==> config.mk <==
export PLATFORM = sky130hd
export DESIGN_NAME = lsu
export DESIGN_NICKNAME = d
export VERILOG_FILES = /design/src/design/lsu_pkg.sv /design/src/design/lsu.sv
export SDC_FILE = /design/constraint.sdc
export NUM_CORES = 1
export LEC_CHECK = 0
export BUFFER_PORTS_ARGS = -buffer_cell sky130_fd_sc_hd__buf_2
export CAP_MARGIN = 20
export CELL_PAD_IN_SITES_DETAIL_PLACEMENT = 0
export CELL_PAD_IN_SITES_GLOBAL_PLACEMENT = 1
export CORE_AREA = 2 2 159 161
export DETAILED_ROUTE_END_ITERATION = 16
export DIE_AREA = 0 0 161 163
export PLACE_DENSITY_LB_ADDON = 0.1
export SETUP_SLACK_MARGIN = 0.3
export SLEW_MARGIN = 40
export SYNTH_ARGS = -nofsm -noshare
export SYNTH_HDL_FRONTEND = slang
export SYNTH_SLANG_ARGS = --single-unit
==> constraint.sdc <==
create_clock -name vclk -period 1.99
set_input_delay 0.0995 -clock vclk [all_inputs]
set_output_delay 0.0995 -clock vclk [all_outputs]
set_load 0.01 [all_outputs]
==> src/design/lsu_pkg.sv <==
`default_nettype none

package lsu_pkg;

    // data and address width
    parameter int XLEN = 64;

    // instruction width
    parameter int INST_LEN = 32;

    // one word of data or address
    typedef logic [XLEN-1:0] xlen_t;

    // raw instruction word
    typedef logic [INST_LEN-1:0] inst_t;

    // access width, straight from funct3
    // bit 2 set means zero extension on loads
    // bits 1:0 give log2 of the byte count
    typedef enum logic [2:0] {
        MEM_B  = 3'b000,
        MEM_H  = 3'b001,
        MEM_W  = 3'b010,
        MEM_D  = 3'b011,
        MEM_BU = 3'b100,
        MEM_HU = 3'b101,
        MEM_WU = 3'b110
    } memop_e;

    // major opcodes, instruction bits 6:2
    // the two low bits are always 2'b11 for 32-bit encodings
    localparam logic [4:0] OPC_LOAD  = 5'b00000;
    localparam logic [4:0] OPC_STORE = 5'b01000;

    // rv32/rv64 field positions used by the decoder
    // opcode 6:2, rd 11:7, funct3 14:12, rs2 24:20

endpackage

`default_nettype wire

==> src/design/lsu.sv <==
`timescale 1ns/1ps
`default_nettype none

module lsu import lsu_pkg::*; (
    // clk and rst_i drive no logic here
    // they are only a hook for the bound assertion checks
    input  logic       clk,
    input  logic       rst_i,
    input  logic       rden_i,
    input  logic       wren_i,
    input  memop_e     memop_i,
    input  xlen_t      addr_i,
    input  xlen_t      wr_data_i,
    output xlen_t      ls_res_o,
    output logic       ls_not_ok_o,
    output xlen_t      sram_addr_o,
    output logic       sram_rd_en_o,
    output logic       sram_wr_en_o,
    output xlen_t      sram_wr_data_o,
    output logic [7:0] sram_wr_mask_o,
    input  logic       sram_rd_valid_i,
    input  logic       sram_wr_ok_i,
    input  xlen_t      sram_rd_data_i
);

    // byte offset inside the doubleword
    logic [2:0] byte_off;
    // same offset in bits
    logic [5:0] bit_off;
    // store data replicated over its own width
    xlen_t      wr_rep;
    // low-aligned mask before shifting
    logic [7:0] mask_base;
    // read word with the addressed lane moved down to bit 0
    xlen_t      rd_lane;

    assign byte_off = addr_i[2:0];
    assign bit_off  = {byte_off, 3'b000};

    // request side straight through
    assign sram_addr_o  = addr_i;
    assign sram_rd_en_o = rden_i;
    assign sram_wr_en_o = wren_i;

    // stall while the enabled access has not completed
    assign ls_not_ok_o = (rden_i && !sram_rd_valid_i) || (wren_i && !sram_wr_ok_i);

    // store side
    // size is memop bits 1:0
    always_comb begin
        case (memop_i[1:0])
            2'b00: begin
                mask_base = 8'b0000_0001;
                wr_rep    = {8{wr_data_i[7:0]}};
            end
            2'b01: begin
                mask_base = 8'b0000_0011;
                wr_rep    = {4{wr_data_i[15:0]}};
            end
            2'b10: begin
                mask_base = 8'b0000_1111;
                wr_rep    = {2{wr_data_i[31:0]}};
            end
            default: begin
                mask_base = 8'b1111_1111;
                wr_rep    = wr_data_i;
            end
        endcase
    end

    // move mask and data onto the addressed lane
    // aligned accesses never spill past byte 7
    assign sram_wr_mask_o = wren_i ? (mask_base << byte_off) : 8'h00;
    assign sram_wr_data_o = wr_rep << bit_off;

    // load side
    assign rd_lane = sram_rd_data_i >> bit_off;

    // extension per memop, zero when no load
    always_comb begin
        ls_res_o = '0;
        if (rden_i) begin
            case (memop_i)
                MEM_B: begin
                    ls_res_o = {{(XLEN-8){rd_lane[7]}}, rd_lane[7:0]};
                end
                MEM_H: begin
                    ls_res_o = {{(XLEN-16){rd_lane[15]}}, rd_lane[15:0]};
                end
                MEM_W: begin
                    ls_res_o = {{(XLEN-32){rd_lane[31]}}, rd_lane[31:0]};
                end
                MEM_D: begin
                    ls_res_o = sram_rd_data_i;
                end
                MEM_BU: begin
                    ls_res_o = {{(XLEN-8){1'b0}}, rd_lane[7:0]};
                end
                MEM_HU: begin
                    ls_res_o = {{(XLEN-16){1'b0}}, rd_lane[15:0]};
                end
                MEM_WU: begin
                    ls_res_o = {{(XLEN-32){1'b0}}, rd_lane[31:0]};
                end
                // funct3 3'b111 is not a load, result stays zero
                default: begin
                    ls_res_o = '0;
                end
            endcase
        end
    end

endmodule

`default_nettype wire

==> results.sh <==
export IMPL_status="finished with violations"
export IMPL_hold_depth=0
export IMPL_syn_num_nets=1000
export IMPL_fillCellCount=2551
export IMPL_cap_viol_max_count=0
export IMPL_peakVddDrop_mv=0.0932
export IMPL_cp_slowest_stage_delay_ps=380
export IMPL_fin_crit_ps=2000
export IMPL_hold_class="primary input to primary output"
export IMPL_drive_gt1_frac=0.655
export IMPL_power_frac_comb=1.000
export IMPL_grt_setup_unrepaired="true"
export IMPL_gr_usage_all_layers=0.236
export IMPL_finalNonFillerCells=1488
export IMPL_portBuffers=280
export IMPL_overflow=0
export IMPL_met3_usage=0.0451
export IMPL_syn_avg_cell_area_um2=7.10
export IMPL_path_cells="buf_8 -> buf_6 -> or2_4 -> buf_6 -> or3_4 -> a31oi_4 -> a211oi_4 -> buf_6 -> buf_16 -> a21oi_2 -> buf_2"
export IMPL_final_area_um2=10700
export IMPL_fin_nets=1361
export IMPL_grt_pass1_wl_mm=48.7
export IMPL_diodes=0
export IMPL_design_seq_count=0
export IMPL_synth_seq_area_share=0
export IMPL_regArea_um2=0
export IMPL_p_leak_nw=4.86
export IMPL_synthCells=799
export IMPL_crit_top_cell="buf_6"
export IMPL_dieArea_um2=26200
export IMPL_die_x_um=161
export IMPL_setup_worst_path_start_class="primary input"
export IMPL_fin_total_pwr_mw=2.95
export IMPL_place_area_um2=7550
export IMPL_wl_per_cell_um=22.9
export IMPL_pre_cts_ws_ps=-268
export IMPL_std_cell_rows=58
export IMPL_start_util=0.230
export IMPL_use_met1=0.297
export IMPL_setup_violations=2
export IMPL_violations="setup timing"
export IMPL_max_freq_ghz=0.500
export IMPL_finalMaxSlewViolations=0
export IMPL_vias=7919
export IMPL_dp_hpwl_mm=22.4
export IMPL_fin_crit_sh=1.00
export IMPL_drtAntennaViolNets=0
export IMPL_clock_buffers=0
export IMPL_initialDrtViolationCount=441
export IMPL_required_ps=1890
export IMPL_worstPathArrival_ps=1900
export IMPL_tightest_slew_ps=481
export IMPL_io_pins=404
export IMPL_core_region_area_um2=24700
export IMPL_net_switching_power_mw=1.46
export IMPL_antenna_found_initial=1
export IMPL_seq_power_share=0
export IMPL_gp_routability_congestion=0.807
export IMPL_syn_area_um2=5670
export IMPL_finalWorstSetupSlack_ps=-9.23
export IMPL_area_growth_pct=89.2
export IMPL_drt_pass1_iterations=5
export IMPL_cpMaxStageDelayCell="or3_4"
export IMPL_timing_final_hold_violations=0
export IMPL_cts_hold_buf=0
export IMPL_yosysWarnings=0
export IMPL_first_global_vias=7992
export IMPL_power_density_nw_per_um2=275
export IMPL_grt_max_degree=48
export IMPL_ys_types=63
export IMPL_worstPathMaxFanout=8
export IMPL_maxSlewHeadroom=0.679
export IMPL_drc=0
export IMPL_grt_busiest_layer="met2"
export IMPL_swShare=0.493
export IMPL_fp_dieH_um=163
export IMPL_viasPerCell=5.32
export IMPL_p_int_mw=1.50
export IMPL_worstSetupEndpointType="primary output"
export IMPL_routed_wl_mm=34.1
export IMPL_place_inst=1367
export IMPL_criticalPathCategory="primary input to primary output"
export IMPL_grtUsageMet2=0.417
export IMPL_p_clk_frac=0
synthesized netlist by cell type, types with 11 or more instances:
cell,number,share of area
mux4_2,25,0.099
buf_4,83,0.11
nand2_1,91,0.060
nor2_1,70,0.046
o21ai_0,19,0.017
buf_2,29,0.026
mux2i_1,78,0.14
o22ai_1,16,0.018
mux2_2,36,0.072
nand2b_1,11,0.012
clkbuf_1,36,0.024
o221ai_1,11,0.017
a211oi_1,19,0.025
a21oi_1,80,0.071
power by group through the flow:
stage	clock network [mW]	logic, mW	registers (mW)
after detailed placement	0	2.04	0
after CTS	0	2.59	0
after floorplan	0	1.27	0
final	0	2.95	0
after global placement	0	2.05	0
after global routing	0	3.12	0
stage by stage:
step	hold slack (ps)	util	setup TNS, ps
after floorplan	289	-	0
after global placement	199	0.305	-14740
after detailed placement	199	0.306	-7620
after CTS	199	0.385	0
after global routing	199	0.435	-1070
final	199	0.435	-16.1
critical path, delay by kind of cell:
family	cells	cell delay, ps
AO/OA/AOI/OAI	3	370
buffers and inverters	6	790
AND/OR/NAND/NOR	2	640
cell type report:
class | instances | area [um^2] | share of cell area
inverters | 8 | 37.5 | 0.00350
multi-input cells | 634 | 5890 | 0.550
well taps | 330 | 413 | 0.0385
repair buffers | 516 | 4380 | 0.408
cell usage in the layout, fill, tap and decap left out, types with 7 or more instances in the layout:
cell type  count
a21oi_2       28
a22oi_1        7
nand2b_1       8
a31oi_1        9
buf_6         59
a221o_1        7
a211oi_2      14
o22ai_1       11
nor2_1        53
buf_2        266
buf_4        126
nor2_2         8
mux2i_4       14
buf_12        29
nand2_1       83
buf_16        15
mux4_2        25
a222oi_1       8
a21oi_1       51
o221ai_4       7
nor2_4        10
mux2_4        18
mux2_2        21
o21ai_2       11
a21o_1         8
buf_8         11
and3_1         9
a211o_1        7
o21a_1         7
mux2i_1       61
what timing repair did:
action / 4_1_cts / 5_1_grt
setup buffers: 61 / 39
endpoints found under the hold margin: 0 / 0
pin swaps: 63 / 73
endpoints found under the setup margin: 123 / 106
resized for setup: 224 / 170
cloned: 15 / 6
worst paths after layout:
path                  start              to
setup / recovery  addr_i[1]    ls_res_o[56]
hold / removal    addr_i[3]  sram_addr_o[3]
cell families (layout without fill, tap and decap cells):
| family | Yosys count | after routing | synth area share |
|---|---|---|---|
| compound gates | 260 | 260 | 0.320 |
| simple gates | 230 | 230 | 0.184 |
| buf+inv | 165 | 524 | 0.176 |
| mux | 142 | 142 | 0.316 |
| xor+xnor | 2 | 2 | 0.00309 |
metal layers:
layer,routed length [um],part of all wire
met1,14100,0.41
met2,17000,0.50
met3,2340,0.068
met4,678,0.020
met5,13,0.00038
Power figures use the tool's default switching activity.
