File: src/design/lsu_pkg.sv
`default_nettype none

package lsu_pkg;

    // data and address width
    parameter int XLEN = 64;

    // instruction width
    parameter int INST_LEN = 32;

    // one word of data or address
    typedef logic [XLEN-1:0] xlen_t;

    // raw instruction word
    typedef logic [INST_LEN-1:0] inst_t;

    // access width, straight from funct3
    // bit 2 set means zero extension on loads
    // bits 1:0 give log2 of the byte count
    typedef enum logic [2:0] {
        MEM_B  = 3'b000,
        MEM_H  = 3'b001,
        MEM_W  = 3'b010,
        MEM_D  = 3'b011,
        MEM_BU = 3'b100,
        MEM_HU = 3'b101,
        MEM_WU = 3'b110
    } memop_e;

    // major opcodes, instruction bits 6:2
    // the two low bits are always 2'b11 for 32-bit encodings
    localparam logic [4:0] OPC_LOAD  = 5'b00000;
    localparam logic [4:0] OPC_STORE = 5'b01000;

    // rv32/rv64 field positions used by the decoder
    // opcode 6:2, rd 11:7, funct3 14:12, rs2 24:20

endpackage

`default_nettype wire

File: src/design/ls_ctr.sv
`timescale 1ns/1ps
`default_nettype none

module ls_ctr import lsu_pkg::*; (
    input  inst_t  instr_i,
    input  inst_t  instr_last_i,
    input  xlen_t  rs2_i,
    input  xlen_t  wb_data_i,
    output logic   rden_o,
    output logic   wren_o,
    output memop_e memop_o,
    output xlen_t  wr_data_o
);

    // full 32-bit encoding check on the low opcode bits
    logic cur_is_32;
    logic last_is_load;
    logic rs2_hits_rd;
    logic fwd_en;

    assign cur_is_32 = (instr_i[1:0] == 2'b11);

    // load / store enables
    assign rden_o = cur_is_32 && (instr_i[6:2] == OPC_LOAD);
    assign wren_o = cur_is_32 && (instr_i[6:2] == OPC_STORE);

    // width and signedness from funct3
    assign memop_o = memop_e'(instr_i[14:12]);

    // previous instruction was a load
    assign last_is_load = (instr_last_i[1:0] == 2'b11) && (instr_last_i[6:2] == OPC_LOAD);

    // store rs2 field against the load's rd
    assign rs2_hits_rd = (instr_i[24:20] == instr_last_i[11:7]);

    // load-to-store forwarding
    // the register file has not seen the loaded value yet
    assign fwd_en = last_is_load && rs2_hits_rd;

    assign wr_data_o = fwd_en ? wb_data_i : rs2_i;

endmodule

`default_nettype wire

File: config.mk
export PLATFORM = sky130hd
export DESIGN_NAME = ls_ctr
export DESIGN_NICKNAME = d
export VERILOG_FILES = /design/src/design/lsu_pkg.sv /design/src/design/ls_ctr.sv
export SDC_FILE = /design/constraint.sdc
export NUM_CORES = 1
export LEC_CHECK = 0
export BUFFER_PORTS_ARGS = -buffer_cell sky130_fd_sc_hd__buf_2
export CAP_MARGIN = 0
export CORE_AREA = 3 3 99 101
export DETAILED_ROUTE_END_ITERATION = 10
export DIE_AREA = 0 0 102 104
export SLEW_MARGIN = 20
export SYNTH_ARGS = -nofsm -noshare
export SYNTH_HDL_FRONTEND = slang
export SYNTH_SLANG_ARGS = --single-unit
File: constraint.sdc
create_clock -name vclk -period 4.4
set_input_delay 0.44 -clock vclk [all_inputs]
set_output_delay 0.44 -clock vclk [all_outputs]
set_load 0.01 [all_outputs]
==> results of run 1 <==
cell type report:
class / count / area [sq um] / area share
well taps: 111 / 139 / 0.0672
repair buffers: 219 / 1100 / 0.532
inverters: 1 / 3.75 / 0.00182
multi-input cells: 78 / 825 / 0.399
layout by cell type, fill, tap and decap left out, drive strengths merged:
master	instances
nand3	2
mux2	64
nand4	1
buf	219
inv	1
nor2	3
xnor2	3
nor3	1
nor4	2
xor2	2
per-stage QoR:
| step | utilization | total power, mW | cell area (sq um) | hold slack, ns | setup slack, ns |
|---|---|---|---|---|---|
| after floorplan | - | 0.0557 | 918 | 0.928 | 2.06 |
| after global placement | 0.227 | 0.145 | 2070 | 0.880 | 1.61 |
| after detailed placement | 0.227 | 0.147 | 2070 | 0.880 | 1.58 |
| after CTS | 0.227 | 0.148 | 2070 | 0.880 | 1.58 |
| after global routing | 0.227 | 0.160 | 2070 | 0.880 | 1.48 |
| final | 0.227 | 0.146 | 2070 | 0.880 | 1.61 |
critical path: cells and delay by family:
| kind | cells | cell delay (ns) |
|---|---|---|
| simple gates | 2 | 0.41 |
| xor+xnor | 1 | 0.15 |
| buf+inv | 3 | 0.89 |
| mux | 1 | 0.41 |
cells by family (layout without fill, tap and decap cells):
| family | after synthesis | in the layout | synth area share |
|---|---|---|---|
| xor+xnor | 5 | 5 | 0.0477 |
| simple gates | 9 | 9 | 0.0654 |
| buf+inv | 10 | 220 | 0.102 |
| mux | 64 | 64 | 0.785 |
per-layer routing:
layer,wire length (um),vias up,GRT usage
li1,-,747,-
met1,1520,631,0.0568
met2,2320,114,0.139
met3,456,0,0.00402
met4,0,0,0.00187
met5,0,-,0
final timing paths:
| kind | slack [ns] | cells past startpoint | endpoint |
|---|---|---|---|
| max | 1.61 | 7 | wr_data_o[16] |
| min | 0.88 | 0 | memop_o[2] |
power by group through the flow:
stage                     clock (mW)  sequential (mW)  combinational (mW)
final                              0                0               0.146
after detailed placement           0                0               0.147
after CTS                          0                0               0.148
after global placement             0                0               0.145
after floorplan                    0                0              0.0557
after global routing               0                0               0.160
==> impl_metrics.toml, run 1 <==
[drt]
drt_iter0_markers = 20
routed_wire_length_per_instance_um = 10.5
first_pass_iters = 2
vias = 1492
viasPerCell = 3.65
postRouteAntennaNets = 0
wl_um = 4300
drc = 0

[cts]
cts_setup_buffers = 0
cts_resized = 0
ctsHoldBuffers = 0

[global_route]
grt_pass1_wl_um = 5550
grt_max_degree = 65
antenna_found_initial = 0
globalRoute.totalOverflow = 0
grt_pass1_vias = 1401
grt_use_total = 0.0608

[timing]
drv_slew = 0
fin_crit_sh = 0.633
worst_pin_slew_ns = 0.776
rsz0062_at_grt = "false"
relSlewSlack = 0.483
fin_setup_tns_ns = 0
layout_min_cycle_time_ns = 2.79
hold_viol_final = 0
fmax_mhz = 359
report.final.setup_viol = 0

[floorplanning]
coreArea_sq_um = 9110
die_x_um = 102
ios = 261
start_util = 0.101
placementRows = 35
die-area_sq_um = 10600
die_h_um = 104

[layout]
clkbuf_count = 0
area_growth_pct = 125
drive_above_1_share = 0.933
ff_latch_area_sq_um = 0
fillers = 998
antenna_cells = 0
layout.sequential_cells = 0
finalNonFillerCells = 409
final_nets = 492

[power_and_ir_drop]
power_frac_comb = 1.000
p_seq_frac = 0
p_int_mw = 0.0909
swShare = 0.377
p_per_area_nw_per_um2 = 70.6
vdd_drop_max_mv = 0.0153
leakage_nw = 1.13
p_clk_frac = 0
p_sw_mw = 0.0550

[setup_path]
cp.arrival_ns = 2.35
cp_max_fo = 64
worstPathRequired_ns = 3.96
worst_setup_path_end_kind = "output port"
crit_top_cell = "buf_2"
cpPeakStageDelay_ns = 0.65
crit_type = "in2out"
start_kind = "input port"
worstPathCellList = "buf_2 > xnor2_1 > nand3_1 > nor4_4 > buf_4 > mux2_2 > buf_2"
cpMaxStageDelayCell = "buf_4"
worstSetupStartpoint = "instr_last_i[10]"

[place]
numPlacedInstances = 409
dpl.hpwl_um = 3860
port_buffers = 218
gp_congestion = 0.657

[flow_run]
maxCapViolations = 0

[worst_hold_path]
hold_path_class = "in2out"
hold_path.startpoint = "instr_i[14]"

[logic_synthesis]
ys_top_cells_by_count = "mux2_2, buf_6, mux2_1"
synth_nets = 280
syn_area_sq_um = 918
ys_seq_area_frac = 0
synth_top_area_frac = 0.711
yosys-top-cells-area = "mux2_2, buf_6, mux2_1"
synthCells = 88
yosysWarnings = 0
synth.most_common_cell = "mux2_2"
ys_types = 13
yosysTopAreaCell = "mux2_2"
avgSynthCellArea_sq_um = 10.4

[outcome]
status = "complete, no violations"
Note: power is estimated with default switching activity, not from simulation.
==> run 2, diff against run 1 <==
Clock period 4.4 ns to 2.7 ns, I/O delays scaled along.
==> run 2 against run 1 <==
Compared with the run above:
- non-clock buffer count unchanged
- setup slack got worse by 1.1 ns
- sequential share of layout area unchanged
- critical path depth unchanged
- cell count unchanged
- final area increased by 0.61%
- global-route usage increased by 0.35 points
- wire length increased by 1.7%
- combinational power increased by 63%
- count of clock-buffer cells in the layout unchanged
- total power increased by 63%
- die area unchanged
- largest power group unchanged
==> impl_metrics.toml, run 2 (same netlist as run 1, synthesis figures left out) <==
[drt]
drc = 0
vias = 1518
first_pass_iters = 3
routed_wire_length_per_instance_um = 10.7
wl_um = 4370
postRouteAntennaNets = 0
viasPerCell = 3.71
drt_iter0_markers = 20

[setup_path]
worstPathCellList = "buf_2 > xnor2_1 > nand3_1 > nor4_4 > buf_12 > mux2_1 > buf_2"
worst_setup_path_end_kind = "output port"
cpPeakStageDelay_ns = 0.38
crit_top_cell = "buf_2"
start_kind = "input port"
cp.arrival_ns = 1.90
crit_type = "in2out"
cpMaxStageDelayCell = "mux2_1"
cp_max_fo = 64
worstPathRequired_ns = 2.43

[power_and_ir_drop]
leakage_nw = 1.13
p_int_mw = 0.148
swShare = 0.376
power_frac_comb = 1.000
p_per_area_nw_per_um2 = 114
vdd_drop_max_mv = 0.0253
p_sw_mw = 0.0893
p_clk_frac = 0
p_seq_frac = 0

[flow_run]
maxCapViolations = 0

[layout]
final_nets = 492
fillers = 1012
layout_commonest_cell = "buf_2"
ff_latch_area_sq_um = 0
post-route-util = 0.228
drive_above_1_share = 0.933
antenna_cells = 0
finalNonFillerCells = 409
final_cell_mix = "buf_2, mux2_2, mux2_1, xnor2_1, nor2_1"
layout.sequential_cells = 0
area_growth_pct = 126
clkbuf_count = 0

[global_route]
grt_use_total = 0.0643
antenna_found_initial = 0
globalRoute.totalOverflow = 0
grt_pass1_vias = 1417
grt_pass1_wl_um = 5860
grt_max_degree = 65

[place]
port_buffers = 218
numPlacedInstances = 409
preCtsSetupSlack_ns = 0.479
gp_congestion = 0.656
dpl.hpwl_um = 3950

[outcome]
status = "complete, no violations"

[timing]
fmax_mhz = 460
final.setup.worst_slack_ns = 0.526
drv_slew = 0
report.final.setup_viol = 0
fin_crit_sh = 0.805
hold_ws_ns = 0.540
worst_pin_slew_ns = 0.329
layout_min_cycle_time_ns = 2.17
fin_setup_tns_ns = 0
rsz0062_at_grt = "false"
relSlewSlack = 0.781
hold_viol_final = 0

[cts]
cts_setup_buffers = 0
ctsHoldBuffers = 0
cts_resized = 0

[floorplanning]
die-area_sq_um = 10600
start_util = 0.101
ios = 261
die_h_um = 104
placementRows = 35
die_x_um = 102
coreArea_sq_um = 9110

[worst_hold_path]
hold_path_class = "in2out"
## run 2: cell counts in the layout (fill, tap and decap cells not counted)
No cell type changed its count.
## run 2: critical path: cells and delay by family
kind,cells,cell delay (ns)
mux,1,0.38
buf+inv,3,0.58
xor+xnor,1,0.15
simple gates,2,0.48
## run 2: worst paths after layout
| kind | startpoint | to | slack, ns | cells past startpoint |
|---|---|---|---|---|
| hold / removal | instr_i[14] | memop_o[2] | 0.54 | 0 |
| setup / recovery | instr_last_i[11] | wr_data_o[6] | 0.53 | 7 |
## run 2: through the flow
stage / instance area, sq um / power [mW]
detailed placement: 2080 / 0.240
global placement: 2080 / 0.236
CTS: 2080 / 0.242
finish: 2080 / 0.238
floorplan: 918 / 0.0908
global route: 2080 / 0.262
## run 2: per-layer routing
| layer | vias to the layer above | global-route usage | share of wire |
|---|---|---|---|
| li1 | 751 | - | - |
| met5 | - | 0 | 0 |
| met3 | 0 | 0.00671 | 0.11 |
| met2 | 114 | 0.143 | 0.55 |
| met4 | 0 | 0.00187 | 0 |
| met1 | 653 | 0.0620 | 0.34 |
## run 2: final cells by class
class                           instances  area [sq um]  area share
Timing Repair Buffer                  219          1110       0.535
Tap cell                              111           139      0.0668
Multi-Input combinational cell         78           825       0.397
Inverter                                1          3.75     0.00181
## run 2: power by group through the flow
stage / registers (mW) / logic, mW / clock network [mW]
floorplan: 0 / 0.0908 / 0
global placement: 0 / 0.236 / 0
detailed placement: 0 / 0.240 / 0
CTS: 0 / 0.242 / 0
global route: 0 / 0.262 / 0
finish: 0 / 0.238 / 0
